**config.mk**
```make
export PLATFORM = sky130hd
export DESIGN_NAME = scene_sequencer
export DESIGN_NICKNAME = d
export VERILOG_FILES = /design/src/common/sprite_pkg.sv /design/src/draw_sprite/scene_sequencer.sv
export SDC_FILE = /design/constraint.sdc
export NUM_CORES = 1
export LEC_CHECK = 0
export BUFFER_PORTS_ARGS = -buffer_cell sky130_fd_sc_hd__buf_2
export CAP_MARGIN = 40
export CORE_UTILIZATION = 37
export DETAILED_ROUTE_END_ITERATION = 16
export GPL_ROUTABILITY_DRIVEN = 0
export PLACE_DENSITY = 0.85
export SKIP_CTS_REPAIR_TIMING = 1
export SLEW_MARGIN = 0
export SYNTH_ARGS = -nofsm -noshare
export SYNTH_HDL_FRONTEND = slang
export SYNTH_SLANG_ARGS = --single-unit
export TNS_END_PERCENT = 1
```
**constraint.sdc**
```tcl
create_clock -name clk -period 4.93 [get_ports clk]
set_clock_uncertainty 0.15 [all_clocks]
set_input_delay 0.493 -clock clk [delete_from_list [all_inputs] [get_ports clk]]
set_output_delay 0.493 -clock clk [all_outputs]
set_load 0.02 [all_outputs]
```
**src/common/sprite_pkg.sv**
```systemverilog
`default_nettype none

package sprite_pkg;

    // Visible screen size in pixels
    parameter int screen_w = 160;
    parameter int screen_h = 120;

    // 3 bits each of red, green and blue
    typedef logic [8:0] colour_t;

    // Transparent colour, never written to the framebuffer
    parameter colour_t colour_key = 9'h1FF;

    // Screen position or sprite origin
    typedef struct packed {
        logic [7:0] x;
        logic [6:0] y;
    } coord_t;

    // One framebuffer write
    typedef struct packed {
        logic       valid;
        logic [7:0] x;
        logic [6:0] y;
        colour_t    colour;
    } pix_write_t;

    typedef enum logic {
        sel_car   = 1'b0,
        sel_tower = 1'b1
    } sprite_sel_t;

    // One word loaded into a sprite image memory
    typedef struct packed {
        logic        valid;
        sprite_sel_t sel;
        logic [8:0]  addr;
        colour_t     colour;
    } sprite_load_t;

endpackage

`default_nettype wire
```
**src/draw_sprite/scene_sequencer.sv**
```systemverilog
`timescale 1ns/1ps
`default_nettype none

module scene_sequencer import sprite_pkg::*; (
    input  wire logic       clk,
    input  wire logic       resetn,
    input  wire logic       frame_start,
    input  wire coord_t     car_pos,
    input  wire coord_t     tower_pos,
    input  wire logic       car_done,
    input  wire logic       tower_done,
    input  wire pix_write_t car_pix,
    input  wire pix_write_t tower_pix,
    output logic            car_start,
    output logic            tower_start,
    output coord_t          car_origin,
    output coord_t          tower_origin,
    output pix_write_t      pix,
    output logic            frame_done,
    output logic            busy
);

    typedef enum logic [1:0] {
        st_idle,
        st_car,
        st_tower
    } state_t;

    state_t state;
    logic   accept;

    // New frames only when fully idle, including the frame_done cycle
    assign accept = frame_start && !busy;

    always_ff @(posedge clk) begin
        if (!resetn) begin
            state       <= st_idle;
            car_start   <= 1'b0;
            tower_start <= 1'b0;
            frame_done  <= 1'b0;
        end else begin
            car_start   <= 1'b0;
            tower_start <= 1'b0;
            frame_done  <= 1'b0;
            case (state)
                st_idle: begin
                    if (accept) begin
                        state     <= st_car;
                        car_start <= 1'b1;
                    end
                end
                st_car: begin
                    if (car_done) begin
                        state       <= st_tower;
                        tower_start <= 1'b1; // Tower follows the car
                    end
                end
                st_tower: begin
                    if (tower_done) begin
                        state      <= st_idle;
                        frame_done <= 1'b1;
                    end
                end
                default: state <= st_idle;
            endcase
        end
    end

    // Positions held for the whole frame
    always_ff @(posedge clk) begin
        if (accept) begin
            car_origin   <= car_pos;
            tower_origin <= tower_pos;
        end
    end

    assign busy = (state != st_idle) || frame_done;

    // Idle drawer masked to zero, so OR is a clean merge of the active stream
    assign pix = (car_pix & {$bits(pix_write_t){car_pix.valid}})
               | (tower_pix & {$bits(pix_write_t){tower_pix.valid}});

endmodule

`default_nettype wire

```
==> results.txt <==
minimum clock period -> 1890 ps
Crit Path Max Fanout -> 25
post-route setup TNS -> 0 ps
net count after synthesis -> 164
CP Class -> primary input to output pin
Hold Fails Final Rpt -> 0
crit path capture type -> output pin
R2R Path End -> tower_origin[14]$_DFFE_PP_
yosys warns -> 0
Unique masters post-synth -> 17
pin count of the biggest net entering global routing -> 32
dpl ws -> 3070 ps
Design Power -> 0.630 mW
Logic pwr share -> 23.7%
R2R Path Start -> state[0]$_SDFFE_PN0P_
placed inst area -> 0.00210 mm2
met2 wire length -> 1.82 mm
initial antenna violation count -> 0
Synth Area in Compound Gates -> 16.6%
fin area -> 0.00215 mm2
fin crit share -> 38.3%
max_slew headroom -> 71.8%
Vias -> 1269
Post-Layout Cell Count -> 269
vias in the first global route -> 1193
Area Growth Syn to Fin -> 59.5%
final setup vio count -> 0
max-slew violation count -> 0
Crit path arrival time -> 1240 ps
Sw Share -> 27.3%
register area share after synthesis -> 74.4%
setup slack, reg-to-reg -> 3400 ps
fill count -> 284
fraction of synthesized area in multiplexers -> 0%
outcome -> finished clean
Detail Route Antenna Nets -> 0
clk_lat worst skew -> 310 ps
# nets final -> 309
final wirelength -> 3.79 mm
DRC viols -> 0
PD cells -> 293 mW/mm2
uppermost routed layer -> met4
Multi-input gate area -> 323 um2
CTS tree -> built
layout cells sized above 1 -> 68.2%
Die ar. -> 0.00388 mm2
Die Span X -> 62.3 um
Initial Util -> 39.4%
met1 WL -> 1.59 mm
H-tree Lvls -> 2
# diodes -> 0
first-pass GRT wire length -> 5.70 mm
Port Buffers -> 143
First-pass DRT Iterations -> 4
synthesized area per cell -> 17.0 um2
clock sinks -> 35
Num CTS Buffers -> 5
Ports -> 144
clock-pin slew on the worst setup and hold paths -> 90 ps
Max Cap Viol -> 0
RSZ-0062 raised after global routing -> no
Iter 0 DRT Violations -> 78
CP startpoint kind -> primary input
met3 WL post-DR -> 282 um
GRT Util Overall -> 19.3%
largest family of logic cells by synthesized area -> compound AO/OA/AOI/OAI gates
Syn Std Cell Area -> 0.00135 mm2
final setup margin -> 3040 ps
register share of total power -> 55.8%
Setup crit end -> pix[14]
via/cell ratio -> 4.72
CP startpoint -> car_pix[24]
placed cells -> 263
clock network power share -> 20.5%
simple-gate share of the synthesized area -> 6.79%
core area -> 0.00342 mm2
Longest Clk Path Bufs -> 2
Synth Area in Adders -> 0%
Tightest Pin Transition -> 422 ps
register bit count reported by yosys -> 35
Req. time, crit path -> 4290 ps
R2R depth -> 2
HP Class -> primary input to flip-flop
DIE HEIGHT -> 62.3 um
FF/Latch Area -> 0.00100 mm2
Lkg Pwr -> 1.07 nW
xor/xnor cell area share of the yosys netlist -> 0%
root buf cell -> clkbuf_4
P_sw -> 0.172 mW
Synth Instances -> 79
Worst IR Drop VDD -> 182 uV
grt ovf -> 0
Pint -> 0.458 mW
# rows -> 21
max frequency -> 530 MHz
routed length per instance -> 14.1 um
## synth_stat cells (all sizes together)
cell type	number	area share, %
nand2	1	0.28
dfxtp	5	7.4
edfxtp	30	67
and4b	1	0.84
and2	1	0.47
or3	1	0.47
buf	6	2.2
a22o	24	16
or2b	1	0.56
or3b	2	1.3
or2	1	0.47
a21oi	1	0.37
nand3b	1	0.56
nor4b	1	1.1
nand2b	1	0.47
nor2	1	0.28
a21boi	1	0.56
## power by group through the flow
stage / sequential (mW) / clock (mW) / combinational [mW]
after floorplan: 0.383 / 0 / 0.0547
after global placement: 0.357 / 0 / 0.148
after detailed placement: 0.358 / 0 / 0.149
after CTS: 0.352 / 0.134 / 0.149
after global routing: 0.353 / 0.148 / 0.158
final: 0.351 / 0.129 / 0.149
## kinds of logic (layout without fill, tap and decap cells)
family,after synthesis,count (layout)
flip-flops,35,35
AO/OA/AOI/OAI,26,26
AND/OR/NAND/NOR,12,12
buffers and inverters,6,150
## registers in the layout, indices dropped and copies added, names as in the netlist
register / flops
tower_start: 1
car_start: 1
state: 2
car_origin: 15
frame_done: 1
tower_origin: 15
## area by class of cell
| class | count | area share (%) |
|---|---|---|
| Sequential cell | 35 | 46.6 |
| Multi-Input combinational cell | 38 | 15.0 |
| Timing Repair Buffer | 144 | 33.7 |
| Tap cell | 46 | 2.68 |
| Clock buffer | 6 | 1.92 |
## through the flow
| stage | hold slack, ps | util [%] |
|---|---|---|
| floorplan | 324 | - |
| global placement | 375 | 61.6 |
| finish | 192 | 62.8 |
| global route | 166 | 62.8 |
| detailed placement | 385 | 61.6 |
| CTS | 184 | 62.8 |
## how the worst min path moves through the flow
stage                     startpoint                         end  slack, ps  cells past startpoint
2_1_floorplan  state[0]$_SDFFE_PN0P_      tower_start$_SDFF_PN0_        320                      2
3_3_place_gp   state[0]$_SDFFE_PN0P_      tower_start$_SDFF_PN0_        380                      2
3_5_place_dp   state[0]$_SDFFE_PN0P_      tower_start$_SDFF_PN0_        390                      2
4_1_cts                   car_pos[9]     car_origin[9]$_DFFE_PP_        180                      1
5_1_grt                tower_pos[11]  tower_origin[11]$_DFFE_PP_        170                      1
6_report               tower_pos[11]  tower_origin[11]$_DFFE_PP_        190                      1
## critical path, cell delays in order
cell,delay [ps]
buf_2,350
a22o_1,230
buf_2,170
## layer usage
layer / vias to the layer above / track usage (%)
li1: 611 / -
met2: 63 / 30.8
met1: 585 / 24.3
met4: 0 / 9.01
met3: 10 / 5.33
met5: - / 0
## layout by cell type, fill, tap and decap left out, types with 2 or more instances in the layout
cell      Yosys  routed
a22o_1       24      24
buf_2         6     143
clkbuf_4      0       5
dfxtp_1       5       5
edfxtp_1     30      30
or3b_1        2       2
Power figures use the tool's default switching activity.
