$ cat src/common/sprite_pkg.sv
`default_nettype none

package sprite_pkg;

    // Visible screen size in pixels
    parameter int screen_w = 160;
    parameter int screen_h = 120;

    // 3 bits each of red, green and blue
    typedef logic [8:0] colour_t;

    // Transparent colour, never written to the framebuffer
    parameter colour_t colour_key = 9'h1FF;

    // Screen position or sprite origin
    typedef struct packed {
        logic [7:0] x;
        logic [6:0] y;
    } coord_t;

    // One framebuffer write
    typedef struct packed {
        logic       valid;
        logic [7:0] x;
        logic [6:0] y;
        colour_t    colour;
    } pix_write_t;

    typedef enum logic {
        sel_car   = 1'b0,
        sel_tower = 1'b1
    } sprite_sel_t;

    // One word loaded into a sprite image memory
    typedef struct packed {
        logic        valid;
        sprite_sel_t sel;
        logic [8:0]  addr;
        colour_t     colour;
    } sprite_load_t;

endpackage

`default_nettype wire
$ cat src/draw_sprite/draw_sprite.sv
`timescale 1ns/1ps
`default_nettype none

module draw_sprite import sprite_pkg::*; #(
    parameter int sprite_size = 20
) (
    input  wire logic       clk,
    input  wire logic       resetn,
    input  wire logic       start,
    input  wire coord_t     origin,
    input  wire logic       load_we,
    input  wire logic [8:0] load_addr,
    input  wire colour_t    load_colour,
    output pix_write_t      pix,
    output logic            done
);

    localparam int cnt_w = $clog2(sprite_size);
    localparam logic [cnt_w-1:0] last = cnt_w'(sprite_size - 1);

    logic             active;
    logic [cnt_w-1:0] col;
    logic [cnt_w-1:0] row;
    coord_t           origin_q;
    logic             valid_d;
    logic             last_d;
    logic [cnt_w-1:0] col_d;
    logic [cnt_w-1:0] row_d;
    logic [8:0]       scan_addr;
    logic [8:0]       mem_addr;
    colour_t          mem_colour;
    logic [8:0]       x_wide;
    logic [7:0]       y_wide;

    // Row-major address into the square image
    assign scan_addr = 9'(row) * 9'(sprite_size) + 9'(col);
    assign mem_addr  = load_we ? load_addr : scan_addr; // Loads take the port

    sprite_rom #(
        .sprite_size(sprite_size)
    ) rom_i (
        .clk  (clk),
        .we   (load_we),
        .addr (mem_addr),
        .wdata(load_colour),
        .rdata(mem_colour)
    );

    // Scan counters, one pixel per cycle
    always_ff @(posedge clk) begin
        if (!resetn) begin
            active  <= 1'b0;
            col     <= '0;
            row     <= '0;
            valid_d <= 1'b0;
        end else begin
            valid_d <= active;
            if (start) begin
                active <= 1'b1;
                col    <= '0;
                row    <= '0;
            end else if (active) begin
                if (col == last) begin
                    col <= '0;
                    if (row == last) begin
                        active <= 1'b0; // Last address issued
                    end else begin
                        row <= row + 1'b1;
                    end
                end else begin
                    col <= col + 1'b1;
                end
            end
        end
    end

    // Origin and offset staged to meet the memory read data
    always_ff @(posedge clk) begin
        if (start) begin
            origin_q <= origin;
        end
        col_d  <= col;
        row_d  <= row;
        last_d <= (col == last) && (row == last);
    end

    // One extra bit catches sums past the field range
    assign x_wide = {1'b0, origin_q.x} + 9'(col_d);
    assign y_wide = {1'b0, origin_q.y} + 8'(row_d);

    // Overflow saturates to all ones, which is off screen for the filter
    assign pix.valid  = valid_d;
    assign pix.x      = x_wide[8] ? 8'hFF : x_wide[7:0];
    assign pix.y      = y_wide[7] ? 7'h7F : y_wide[6:0];
    assign pix.colour = mem_colour;

    assign done = valid_d && last_d; // Together with the last pixel

endmodule

`default_nettype wire

$ cat src/hw/sprite_rom.sv
`timescale 1ns/1ps
`default_nettype none

module sprite_rom import sprite_pkg::*; #(
    parameter int sprite_size = 20
) (
    input  wire logic       clk,
    input  wire logic       we,
    input  wire logic [8:0] addr,
    input  wire colour_t    wdata,
    output colour_t         rdata
);

    localparam int depth = sprite_size * sprite_size;

    colour_t mem [depth];

    // Image is written by the caller before a frame, read during drawing
    always_ff @(posedge clk) begin
        if (we) begin
            mem[addr] <= wdata;
        end
        rdata <= mem[addr]; // One cycle read latency
    end

endmodule

`default_nettype wire

$ cat config.mk
export PLATFORM = sky130hd
export DESIGN_NAME = draw_sprite
export DESIGN_NICKNAME = d
export VERILOG_FILES = /design/src/common/sprite_pkg.sv /design/src/draw_sprite/draw_sprite.sv /design/src/hw/sprite_rom.sv
export SDC_FILE = /design/constraint.sdc
export NUM_CORES = 2
export LEC_CHECK = 0
export ABC_AREA = 1
export BUFFER_PORTS_ARGS = -buffer_cell sky130_fd_sc_hd__buf_2
export CAP_MARGIN = 20
export CORE_MARGIN = 4
export CORE_UTILIZATION = 45
export DETAILED_ROUTE_END_ITERATION = 8
export PLACE_DENSITY_LB_ADDON = 0.05
export SYNTH_ARGS = -nofsm -noshare
export SYNTH_HDL_FRONTEND = slang
export SYNTH_SLANG_ARGS = --single-unit
$ cat constraint.sdc
create_clock -name clk -period 4.9 [get_ports clk]
set_input_delay 0 -clock clk [delete_from_list [all_inputs] [get_ports clk]]
set_output_delay 0 -clock clk [all_outputs]
set_load 0.05 [all_outputs]
==> summary.md <==
| Metric | Value |
|---|---|
| Status | finished, final reports clean |
| # port buffers | 62 |
| Placed cell count | 19.0k |
| Largest fanout on the critical path | 13 |
| Combinational group share of total power | 8.2% |
| Vias per Instance | 5.26 |
| Data required, critical path | roughly 5.7 ns |
| Post-synth EDFFs | 3615 |
| Per-cell routed wire length | 23.8 µm |
| Clk pwr share | approximately two fifths |
| Max Clock Freq | 0.218 GHz |
| Sw power | 16.5 mW |
| Die Height | 590 µm |
| Most common cell in the netlist | nand2_1 |
| Ys flop type | edfxtp_1 |
| Hold Path Class | in2reg |
| Total track usage | 26.5% |
| Worst EP arrival | 5.42 ns |
| Synth area leaders | edfxtp_1 (71%), nand2_1 (21%), nor2_1 (2.2%) |
| Area grow syn2layout | 13.4% |
| First drt pass iteration count | 7 |
| Largest net degree at the start of global routing | 155 |
| Tmin final | 4.60 ns |
| CTS root buf | clkbuf_16 |
| Bufs on Longest Clock Path | 4 |
| Kind of critical path | reg2reg |
| Fin crit share | 93.8% |
| CTS tree | built |
| Maximum vdd ir drop | 0.000289 V |
| Synthesized instance count | 14.7k |
| Sw Share | 24.0% |
| Layout cells sized above 1 | under 10% |
| Clock transition at path regs | 0.06 ns |
| Synth cell types | 37 |
| Layout Cells excl Fill | 19.7k |
| Syn Area/Cell | 10.4 µm² |
| Internal power | between 50 and 60 mW |
| Final setup fails | 0 |
| # IOs | 63 |
| Syn. warnings | 0 |
| Post-DRT Antenna Nets | 0 |
| Starting density of the core | 45.3% |
| Placer Congestion | 0.858 |
| Die ar. | 0.348 mm² |
| Sequential-to-total area share from yosys stat | between 70% and 80% |
| Type of origin of the critical path | flop |
| # clock sinks | 3647 |
| Syn Nets | 14.7k |
| Final Util | 51.3% |
| Initial antenna violation count | 21 |
| GRT overflow | 0 |
| Sequential power share | 50.2% |
| Worst slew pin tran | 1.12 ns |
| Final hold violations | 0 |
| Total power | between 60 and 70 mW |
| Static Leak | 69.6 nW |
| Clock latency at the later pin of the worst-skew pair | 0.95 ns |
| Crit end category | flop |
| Setup TNS | 0 ns |
| Die width | 590 µm |
| Final Skew | roughly 0.024 ns |
| Row cnt | 213 |
| Cts bufs inserted | 394 |
| Seq cells post-synth | between 3k and 4k |
| Vias in the first global route | 102k |
| First-pass GRT wire length | 683 mm |
| Post-synth ARST share | 0% |
| Most instantiated cells after synthesis | nand2_1 (8584), edfxtp_1 (3615), nor2_1 (911), buf_2 (480), nand3_1 (457) |
| Cell area after synthesis | 0.153 mm² |
| Relative slew slack | 25.1% |
| Pwr dens | 396 mW/mm² |
| Final nets | roughly 15k |
| Core box area | between 0.3 and 0.4 mm² |
| Dpl hpwl | 277 mm |
| Share of Yosys cell area claimed by the top area cell type | 71.2% |
| WL final | roughly 470 mm |
| 1st-iter DRT viols | 10.6k |
| Residual DRC | 0 |
| Synth area leader | edfxtp_1 |
| # Post-CTS Setup Buffers | 0 |
| Max-Cap Viols | 0 |
| Hold Worst Slack | 0.115 ns |
| Final Max Tran Viols | 0 |
| Resized cells post-CTS | 0 |
| H-tree levels | 5 |
| RSZ-0062 raised after global routing | no |
| Routed via count | 104k |
-- power groups by stage --
stage                     Clock [mW]  Combinational [mW]  Sequential [mW]
final                           28.5                5.64             34.4
after global routing            30.4                6.17             34.4
after CTS                       29.1                5.66             34.4
after detailed placement           0                5.62             35.0
after global placement             0                5.63             35.0
after floorplan                    0                2.94             35.1
-- sequential cells by signal (all words and copies together), names as in the netlist --
signal and flops:
row 5, valid_d 1, origin_q 15, col_d 5
rom_i.mem 3600, row_d 5, last_d 1, active 1
col 5, rom_i.rdata 9
-- routing by layer --
| metal | track usage, % | share of wire [%] | up-vias |
|---|---|---|---|
| met1 | 37.5 | 43 | 50988 |
| met3 | 3.12 | 6.6 | 661 |
| met2 | 43.3 | 47 | 3682 |
| met4 | 7.54 | 3.0 | 2 |
| met5 | 0 | 0.0028 | - |
| li1 | - | - | 48534 |
-- stage by stage --
step | setup WS [ns] | instance area, µm²
4_1_cts | 0.257 | 173000
5_1_grt | 0.0144 | 173000
6_report | 0.303 | 173000
3_5_place_dp | 0.282 | 160000
2_1_floorplan | 1.29 | 153000
3_3_place_gp | 0.232 | 160000
-- final cells by class --
class	count	area, µm²
diodes	7	17.5
repair buffers	633	6010
well taps	4515	5650
fillers	30206	164000
inverters	57	221
flip-flops and latches	3647	109000
clock buffers	493	10400
multi-input cells	10171	39800
clock inverters	214	1770
-- layout by cell type (no fill, tap or decap), types with 5 or more instances in the layout --
cell type / instances
o21ai_1: 31
xor2_1: 6
diode_2: 7
buf_4: 429
dfxtp_1: 32
a22oi_1: 72
o21ai_0: 22
inv_1: 51
nor3_1: 5
a21oi_1: 15
bufinv_16: 27
nand3_1: 455
nor2_4: 8
edfxtp_1: 3615
inv_2: 5
clkinv_1: 95
clkinvlp_4: 10
dlygate4sd3_1: 45
inv_6: 8
nand2_1: 8563
clkbuf_1: 90
ha_1: 21
nand2_4: 19
nand4_1: 11
clkbuf_16: 403
clkinv_2: 65
nor2_1: 910
buf_2: 53
buf_8: 9
buf_12: 97
-- critical path, cell delays in order, from the launching register on --
cell and delay (ns):
dfxtp_1 0.45, ha_1 0.28, ha_1 0.32, a21oi_1 0.16, nand2_1 0.12, o21ai_0 0.62
nand2_1 0.22, nand2_2 0.28, inv_1 0.24, buf_4 0.28, o21ai_1 0.40, nand2_1 0.28
nor2_1 0.35, nor2_1 0.10, nor2_1 0.28, nand2_1 0.08
-- logic make-up after synthesis --
group | synth area share (%)
xor gates and xnor gates | 0.0459
and+or+nand+nor | 25.0
DFF | 71.6
adders and majority gates | 0.225
AOI/OAI and AO/OA | 0.617
buffers and inverters | 2.49
-- worst paths after layout --
path | startpoint | endpoint | cells after the start | slack [ns]
max reg2reg | row[0] | rom_i.rdata[8] | 15 | 0.30
max | row[0] | rom_i.rdata[8] | 15 | 0.30
min reg2reg | col[1] | col_d[1] | 0 | 0.40
min | load_addr[2] | rom_i.mem[146][5] | 6 | 0.11
-- repair_timing --
action | 4_1_cts | 5_1_grt
hold buffers | 45 | 0
setup endpoints to repair | 0 | 0
endpoints found under the hold margin | 1882 | 0
Power figures use the tool's default switching activity.
