[src/common/sprite_pkg.sv]
`default_nettype none

package sprite_pkg;

    // Visible screen size in pixels
    parameter int screen_w = 160;
    parameter int screen_h = 120;

    // 3 bits each of red, green and blue
    typedef logic [8:0] colour_t;

    // Transparent colour, never written to the framebuffer
    parameter colour_t colour_key = 9'h1FF;

    // Screen position or sprite origin
    typedef struct packed {
        logic [7:0] x;
        logic [6:0] y;
    } coord_t;

    // One framebuffer write
    typedef struct packed {
        logic       valid;
        logic [7:0] x;
        logic [6:0] y;
        colour_t    colour;
    } pix_write_t;

    typedef enum logic {
        sel_car   = 1'b0,
        sel_tower = 1'b1
    } sprite_sel_t;

    // One word loaded into a sprite image memory
    typedef struct packed {
        logic        valid;
        sprite_sel_t sel;
        logic [8:0]  addr;
        colour_t     colour;
    } sprite_load_t;

endpackage

`default_nettype wire
[src/hw/pixel_filter.sv]
`timescale 1ns/1ps
`default_nettype none

module pixel_filter import sprite_pkg::*; (
    input  wire logic       clk,
    input  wire logic       resetn,
    input  wire pix_write_t pix_in,
    output pix_write_t      pix_out
);

    logic       keep;
    logic       valid_q;
    logic [7:0] x_q;
    logic [6:0] y_q;
    colour_t    colour_q;

    // Drop transparent and off-screen pixels
    assign keep = pix_in.valid
               && (pix_in.colour != colour_key)
               && (pix_in.x < 8'(screen_w))
               && (pix_in.y < 7'(screen_h));

    always_ff @(posedge clk) begin
        if (!resetn) begin
            valid_q <= 1'b0;
        end else begin
            valid_q <= keep;
        end
    end

    always_ff @(posedge clk) begin
        x_q      <= pix_in.x;
        y_q      <= pix_in.y;
        colour_q <= pix_in.colour;
    end

    assign pix_out.valid  = valid_q;
    assign pix_out.x      = x_q;
    assign pix_out.y      = y_q;
    assign pix_out.colour = colour_q;

endmodule

`default_nettype wire

[config.mk]
export PLATFORM = sky130hd
export DESIGN_NAME = pixel_filter
export DESIGN_NICKNAME = d
export VERILOG_FILES = /design/src/common/sprite_pkg.sv /design/src/hw/pixel_filter.sv
export SDC_FILE = /design/constraint.sdc
export NUM_CORES = 1
export LEC_CHECK = 0
export ABC_AREA = 1
export ABC_CLOCK_PERIOD_IN_PS = 800
export BUFFER_PORTS_ARGS = -buffer_cell sky130_fd_sc_hd__clkbuf_2
export CORE_MARGIN = 2
export CORE_UTILIZATION = 34
export CTS_CLUSTER_DIAMETER = 50
export DETAILED_ROUTE_END_ITERATION = 6
export PLACE_DENSITY = 0.79
export SKIP_LAST_GASP = 1
export SLEW_MARGIN = 30
export SYNTH_ARGS = -nofsm -noshare
export SYNTH_HDL_FRONTEND = slang
export SYNTH_SLANG_ARGS = --single-unit
[constraint.sdc]
create_clock -name clk -period 0.8 [get_ports clk]
set_clock_uncertainty 0.2 [all_clocks]
set_input_delay 0.08 -clock clk [delete_from_list [all_inputs] [get_ports clk]]
set_output_delay 0.08 -clock clk [all_outputs]
set_load 0.01 [all_outputs]
==> impl_metrics.tcl, run 1 <==
set metrics [dict create \
    gr-total-overflow 0 \
    drv_cap 0 \
    cp_num_buf_inv 1 \
    fin_util_pct 79.2 \
    cts.sinks 25 \
    wirelength_um 1900 \
    antenna_found_initial 0 \
    run_status "complete, but fails checks" \
    grt_pass1_vias 571 \
    drt_iter0_drc 8 \
    clock_path_buffers 2 \
    cts_made_buffers 3 \
    rsz0062_at_grt "yes" \
    design.core.area_sq_um 1560 \
    die_area_sq_um 2060 \
    critPathTopFamily "flip-flops" \
    wl_per_cell_um 13.8 \
    top_layer "met4" \
    finalWeightedCongestion 0.630 \
    syn_inst 44 \
    cp_max_fo 1 \
    synth_nets 71 \
    cts-htree-levels 1 \
    ir_drop_uv 1600 \
    fp.dieH_um 45.4 \
    yosysUniqueCellTypes 8 \
    tritoncts "yes" \
    holdWs_ns -0.143 \
    layout_min_cycle_time_ns 1.07 \
    seq_area_frac_synth_pct 86.0 \
    synth_area_leaders "dfxtp_1 (86%), nand2_1 (5.2%), inv_1 (2.6%)" \
    viasPerCell 4.20 \
    fillers 98 \
    synth.most_common_cell "dfxtp_1" \
    io_pins 52 \
    finalInstanceArea_sq_um 1230 \
    hold_path.class "in -> reg" \
    synth.top_cells.by_count "dfxtp_1 (25), nand2_1 (8), inv_1 (4)" \
    ys_ff_latch 25 \
    nNetsFinal 150 \
    slowest_delay_ns 0.35 \
    synth_top_area_cell "dfxtp_1" \
    crit_path_start_kind "register" \
    cts.clk_slew.worst_paths_ns 0.13 \
    synthArstFlopShare_pct 0 \
    grt_max_degree 15 \
    syn_area_sq_um 582 \
    cts-root-buf "clkbuf_4" \
    vias 580 \
    wl_met2_um 998 \
    post-place-ws_ns -0.00544 \
    dr.pass1.iters 4 \
    max_slew_margin_pct 90.3 \
    tightest_slew_ns 0.146 \
    io_buffer_count 51 \
    start_util_pct 37.3 \
    crit_path_end_kind "output port" \
    post-place-cells 110 \
    syn_to_final_growth_pct 112 \
    drc_errors 0 \
    timing.fmax_mhz 933 \
    ys_warn_count 0 \
    min_from "pix_in[24]" \
    cts_setup_buffers 0 \
    path_cells "buf_2" \
    ys.flop_type "dfxtp_1" \
    grt_use_total_pct 17.1 \
    grt_pass1_wl_um 2400 \
    ant_nets 0 \
    drt-met1-wl_um 685 \
    num_rows 14 \
    yosys.area.top_type_share_pct 86.0 \
    final_max_slew_viol_count 0 \
    stdcell_count 138 \
    synth_edf_count 0 \
    setup_violations 26 \
    dr_wl_met3_um 180 \
    critPathKind "reg -> out" \
    fp.dieW_um 45.4 \
    period_share_pct 134 \
    slowest_stage "dfxtp_1" \
    final_layout_size_suffix_gt1_share_pct 59.0 \
    placed_area_sq_um 850 \
    power.density_nw_per_um2 1800 \
    cp.required_ns 0.52 \
    leakagePower_nw 0.623 \
    crit_arrival_ns 0.79 \
    startpoint "y_q[5]" \
    worst_slack_ns -0.272 \
    tns_ns -6.16 \
    synth.avg_cell_area_sq_um 13.2 \
    violations "hold timing, setup timing" \
    finalHoldViolCount 1 \
    antenna_cells 0 \
]
[final cells by class]
| type | count | area [sq um] | area share [%] |
|---|---|---|---|
| clock buffer | 3 | 22.5 | 1.82 |
| clock inverter | 1 | 5.00 | 0.405 |
| inverter | 4 | 15.0 | 1.22 |
| multi-input combinational | 14 | 63.8 | 5.17 |
| sequential | 25 | 519 | 42.0 |
| tap | 16 | 20.0 | 1.62 |
| timing repair buffer | 75 | 589 | 47.7 |
[cell usage in the layout, fill, tap and decap left out, drive strengths merged]
master	netlist	layout
buf	1	25
clkbuf	0	29
clkinv	0	1
dfxtp	25	25
dlygate4sd3	0	24
inv	4	4
nand2	8	8
nand3	2	2
nor2	3	3
o21ai	1	1
[logic make-up (layout without fill, tap and decap cells)]
| kind of cell | count (synthesis) | in the layout | share of synthesized area, % |
|---|---|---|---|
| flops | 25 | 25 | 86.0 |
| simple gates | 13 | 13 | 9.25 |
| buf+inv | 5 | 83 | 3.87 |
| compound gates | 1 | 1 | 0.859 |
[state kept, by name (all words and copies together), names as in the netlist]
name,flops
colour_q,9
x_q,8
y_q,7
valid_q,1
[stage by stage]
stage          power (mW)  hold slack, ns
2_1_floorplan        1.41         -0.0923
3_3_place_gp         1.54         -0.0155
3_5_place_dp         1.54         -0.0127
4_1_cts              2.15          -0.139
5_1_grt              2.33          -0.113
6_report             2.22          -0.143
[timing repair]
action / CTS / global route
resized for setup: 3 / 54
hold buffers: 24 / 16
endpoints found under the hold margin: 25 / 17
pin swaps: 0 / 5
endpoints found under the setup margin: 25 / 26
[routing by layer]
metal | GRT usage (%) | vias to the layer above
met2 | 33.1 | 39
met3 | 6.40 | 4
met4 | 7.65 | 0
met1 | 15.2 | 249
li1 | - | 288
met5 | 0 | -
[worst paths after layout]
check,cells after the start,to,slack [ns]
worst min-delay path,5,valid_q,-0.14
worst max-delay path,1,pix_out[14],-0.27
[power by group]
part / total, mW / switching (mW) / internal, mW
logic: 0.338 / 0.120 / 0.217
clock network: 0.535 / 0.349 / 0.186
registers: 1.35 / 0.0278 / 1.32
total: 2.22 / 0.497 / 1.72
Note: power is estimated with default switching activity, not from simulation.
==> run 2, diff against run 1 <==
ABC_CLOCK_PERIOD_IN_PS = 1290   (was 800)
CAP_MARGIN = 40   (was default)
CORE_UTILIZATION = 37   (was 34)
PLACE_DENSITY = 0.84   (was 0.79)
RECOVER_POWER = 50   (was default)
clock period = 1.29 ns   (was 0.8 ns; I/O delays follow)
==> run 2 against run 1 <==
Effect of this change: the run now ends clean; routed wire length fell by 26%; first-iteration DRC count decreased by 75%; global-route usage decreased by 2.0 points; largest cell class unchanged; largest power group unchanged; highest routed layer is now met3.
==> impl_metrics.tcl, run 2 (synthesis gave the netlist of run 1 again) <==
set metrics [dict create \
    leakagePower_nw 0.581 \
    tightest_slew_ns 0.134 \
    io_pins 52 \
    rsz0062_at_grt "no" \
    critPathTopFamily "flip-flops" \
    slowest_stage "dfxtp_1" \
    top_register "colour_q" \
    cts-htree-levels 1 \
    met1_usage_pct 14.9 \
    clock_path_buffers 2 \
    cts-root-buf "clkbuf_4" \
    swShare_pct 22.3 \
    num_rows 14 \
    finalHoldViolCount 0 \
    largest_registers "colour_q: 9 flops, x_q: 8 flops, y_q: 7 flops" \
    layout_commonest_cell "clkbuf_2" \
    worst_slack_ns 0.179 \
    met2_usage_pct 28.8 \
    min_from "pix_in[11]" \
    layout_min_cycle_time_ns 1.11 \
    ant_nets 0 \
    grt_pass1_vias 531 \
    layout_common_cells "clkbuf_2 (45), dlygate4sd3_1 (26), dfxtp_1 (25), nand2_1 (8), clkbuf_1 (6)" \
    syn_to_final_growth_pct 94.6 \
    finalWeightedCongestion 0.648 \
    tritoncts "yes" \
    viasPerCell 4.00 \
    wirelength_um 1410 \
    crit_arrival_ns 0.78 \
    fin_util_pct 76.1 \
    fp.dieH_um 43.7 \
    cts.sinks 25 \
    dp_hpwl_um 908 \
    timing.fmax_mhz 900 \
    max_slew_margin_pct 91.0 \
    grt.busiest_layer "met2" \
    stdcell_count 140 \
    cts_made_buffers 3 \
    placed_area_sq_um 850 \
    grt_max_degree 16 \
    fillers 98 \
    run_status "finished, final reports clean" \
    post-place-cells 110 \
    switchingPower_mw 0.298 \
    cts_setup_buffers 0 \
    antenna_cells 0 \
    cts_resized 0 \
    hold_path_end "y_q[2]" \
    hold_path.class "in -> reg" \
    drv_cap 0 \
    drc_errors 0 \
    drt_iter0_drc 2 \
    grt_pass1_wl_um 2100 \
    largest_reg_flops 9 \
    p_comb_share_pct 13.2 \
    holdWs_ns 0.251 \
    fp.dieW_um 43.7 \
    power.density_nw_per_um2 1180 \
    design.core.area_sq_um 1490 \
    dr.pass1.iters 2 \
    period_share_pct 86.1 \
    crit_path_end_kind "output port" \
    cp_num_buf_inv 1 \
    critPathKind "reg -> out" \
    io_buffer_count 51 \
    sequentialPowerShare_pct 61.6 \
    finalInstanceArea_sq_um 1130 \
    gr-total-overflow 0 \
    crit_path_start_kind "register" \
    cp_max_fo 1 \
    p_total_mw 1.34 \
    hold_depth 2 \
    final_layout_size_suffix_gt1_share_pct 40.3 \
    path_cells "clkbuf_2" \
    antenna_found_initial 0 \
    final_max_slew_viol_count 0 \
    cp.required_ns 0.96 \
    grt_use_met3_pct 4.58 \
    vias 560 \
    tns_ns 0 \
    slowest_delay_ns 0.34 \
    cts.clk_slew.worst_paths_ns 0.13 \
    ir_drop_uv 687 \
    start_util_pct 39.1 \
    p_clk_share_pct 25.2 \
    setup_violations 0 \
    nNetsFinal 152 \
    post-place-ws_ns 0.448 \
    wl_per_cell_um 10.1 \
    grt_use_total_pct 15.0 \
    p_int_mw 1.04 \
    die_area_sq_um 1910 \
]
==> run 2: cell types whose count changed in the layout (fill, tap and decap cells not counted) <==
cell / before / now
clkinv_2: 1 / 0
buf_6: 15 / 0
dlygate4sd3_1: 24 / 26
dfxtp_1: 10 / 25
clkinvlp_4: 0 / 1
clkbuf_1: 0 / 6
nand3_1: 1 / 2
buf_2: 10 / 0
clkbuf_2: 26 / 45
dfxtp_2: 15 / 0
nand3_2: 1 / 0
==> run 2: routing by layer <==
metal / wire length [um] / share of wire, %
met2: 747 / 53
met1: 550 / 39
met4: 0 / 0
met3: 114 / 8.1
met5: 0 / 0
==> run 2: power groups by stage <==
stage | combinational, mW | clock (mW) | sequential (mW)
floorplan | 0.0133 | 0 | 0.863
CTS | 0.178 | 0.351 | 0.824
global placement | 0.113 | 0 | 0.840
global route | 0.192 | 0.368 | 0.828
detailed placement | 0.116 | 0 | 0.841
finish | 0.176 | 0.337 | 0.824
==> run 2: worst max path at each step <==
stage               cells past startpoint  startpoint  slack [ns]           to
finish                                  1     valid_q        0.18  pix_out[24]
CTS                                     1      y_q[6]        0.16  pix_out[15]
floorplan                               1     valid_q        0.56  pix_out[24]
global route                            1     valid_q        0.13  pix_out[24]
detailed placement                      6   pix_in[7]        0.45      valid_q
global placement                        6   pix_in[7]        0.46      valid_q
==> run 2: final cells by class <==
| class | instances | area (sq um) | area share, % |
|---|---|---|---|
| timing repair buffer | 77 | 508 | 44.9 |
| sequential | 25 | 500 | 44.2 |
| multi-input combinational | 14 | 58.8 | 5.19 |
| clock buffer | 3 | 22.5 | 1.99 |
| tap | 16 | 20.0 | 1.77 |
| inverter | 4 | 15.0 | 1.33 |
| clock inverter | 1 | 7.51 | 0.663 |
==> run 2: repair_timing <==
item,4_1_cts,5_1_grt
endpoints found under the hold margin,25,0
hold buffers,26,0
endpoints found under the setup margin,0,0
==> run 3, diff against run 2 <==
RECOVER_POWER = 25   (was 50)
==> run 3 against run 2 <==
Effect of this change: first-iteration DRC count unchanged; critical path depth unchanged; sequential cell count unchanged; hold slack unchanged; clock power about the same; count of clock-buffer cells in the layout unchanged; total power up 0.10%; cell count unchanged; global-route usage unchanged; cell area up 0.55%; critical path type unchanged; largest power group unchanged; highest routed layer unchanged.
==> impl_metrics.tcl, run 3 (synthesis gave the netlist of run 1 again) <==
set metrics [dict create \
    grt_pass1_wl_um 2100 \
    gr-total-overflow 0 \
    crit_arrival_ns 0.78 \
    multi_input_area_sq_um 58.8 \
    antenna_found_initial 0 \
    wl_per_cell_um 10.0 \
    die_area_sq_um 1910 \
    design.core.area_sq_um 1490 \
    drc_errors 0 \
    cts.clk_slew.worst_paths_ns 0.13 \
    crit_path_start_kind "register" \
    num_rows 14 \
    cp.required_ns 0.96 \
    fp.dieH_um 43.7 \
    antenna_cells 0 \
    final_layout_size_suffix_gt1_share_pct 44.4 \
    crit_path_end_kind "output port" \
    critPathTopFamily "flip-flops" \
    viasPerCell 4.00 \
    slowest_stage "dfxtp_1" \
    cp_num_buf_inv 1 \
    largest_reg_flops 9 \
    hold_path.class "in -> reg" \
    critPathKind "reg -> out" \
    clock_path_buffers 2 \
    top_register "colour_q" \
    dp_hpwl_um 908 \
    cts_made_buffers 3 \
    fp.dieW_um 43.7 \
    cts.sinks 25 \
    tritoncts "yes" \
    cts_resized 0 \
    grt_pass1_vias 531 \
    leakagePower_nw 0.596 \
    drv_cap 0 \
    finalHoldViolCount 0 \
    tns_ns 0 \
    setup_violations 0 \
    rsz0062_at_grt "no" \
    layout_common_cells "clkbuf_2 (50), dlygate4sd3_1 (26), dfxtp_1 (25), nand2_1 (8), inv_1 (4)" \
    dr.pass1.iters 2 \
    cp_max_fo 1 \
    grt_use_total_pct 15.0 \
    cts-htree-levels 1 \
    max_slew_margin_pct 91.0 \
    path_cells "clkbuf_2" \
    syn_to_final_growth_pct 95.7 \
    fillers 95 \
    post-place-ws_ns 0.448 \
    worst_slack_ns 0.179 \
    startpoint "valid_q" \
    ir_drop_uv 687 \
    finalWeightedCongestion 0.648 \
    timing.fmax_mhz 900 \
    io_pins 52 \
    layout_min_cycle_time_ns 1.11 \
    final_max_slew_viol_count 0 \
    layout_commonest_cell "clkbuf_2" \
    ff_latch_area_sq_um 500 \
    tightest_slew_ns 0.134 \
    drt_iter0_drc 2 \
    min_from "pix_in[11]" \
    wirelength_um 1410 \
    grt_max_degree 16 \
    nNetsFinal 152 \
    slowest_delay_ns 0.34 \
    vias 560 \
    cts-root-buf "clkbuf_4" \
    ant_nets 0 \
    power.density_nw_per_um2 1180 \
    io_buffer_count 51 \
    period_share_pct 86.1 \
    largest_registers "colour_q: 9 flops, x_q: 8 flops, y_q: 7 flops" \
    run_status "finished, final reports clean" \
    start_util_pct 39.1 \
]
run 3: routing by layer:
metal / wire length [um] / global-route usage (%)
met1: 541 / 14.9
met2: 750 / 28.8
met3: 114 / 4.58
met4: 0 / 5.45
met5: 0 / 0
run 3: area by class of cell:
class | count | area share (%)
multi-input cells | 14 | 5.16
well taps | 16 | 1.76
flip-flops and latches | 25 | 44.0
inverters | 4 | 1.32
repair buffers | 77 | 45.2
clock buffers | 3 | 1.98
clock inverters | 1 | 0.659
run 3: path summary, 6_finish.rpt:
check,endpoint,depth (start not counted)
worst max-delay path,pix_out[24],1
worst min-delay path,y_q[2],2
run 3: power breakdown:
part | internal, mW | switching (mW) | total [mW]
clock | 0.118 | 0.218 | 0.337
sequential | 0.813 | 0.0103 | 0.824
combinational | 0.110 | 0.0683 | 0.178
total | 1.04 | 0.297 | 1.34
run 3: what timing repair did:
item                                   4_1_cts  5_1_grt
hold buffers                                26        0
buffers inserted                             0        0
endpoints found under the hold margin       25        0
run 3: through the flow:
step	power, mW	utilization (%)	hold WS, ns	area (sq um)	cells
CTS	1.35	76.6	0.238	1140	140
detailed placement	0.958	57.1	0.0329	850	110
global placement	0.953	57.1	0.0325	850	110
finish	1.34	76.5	0.251	1140	140
global route	1.39	76.5	0.245	1140	140
floorplan	0.876	-	-0.0433	582	44
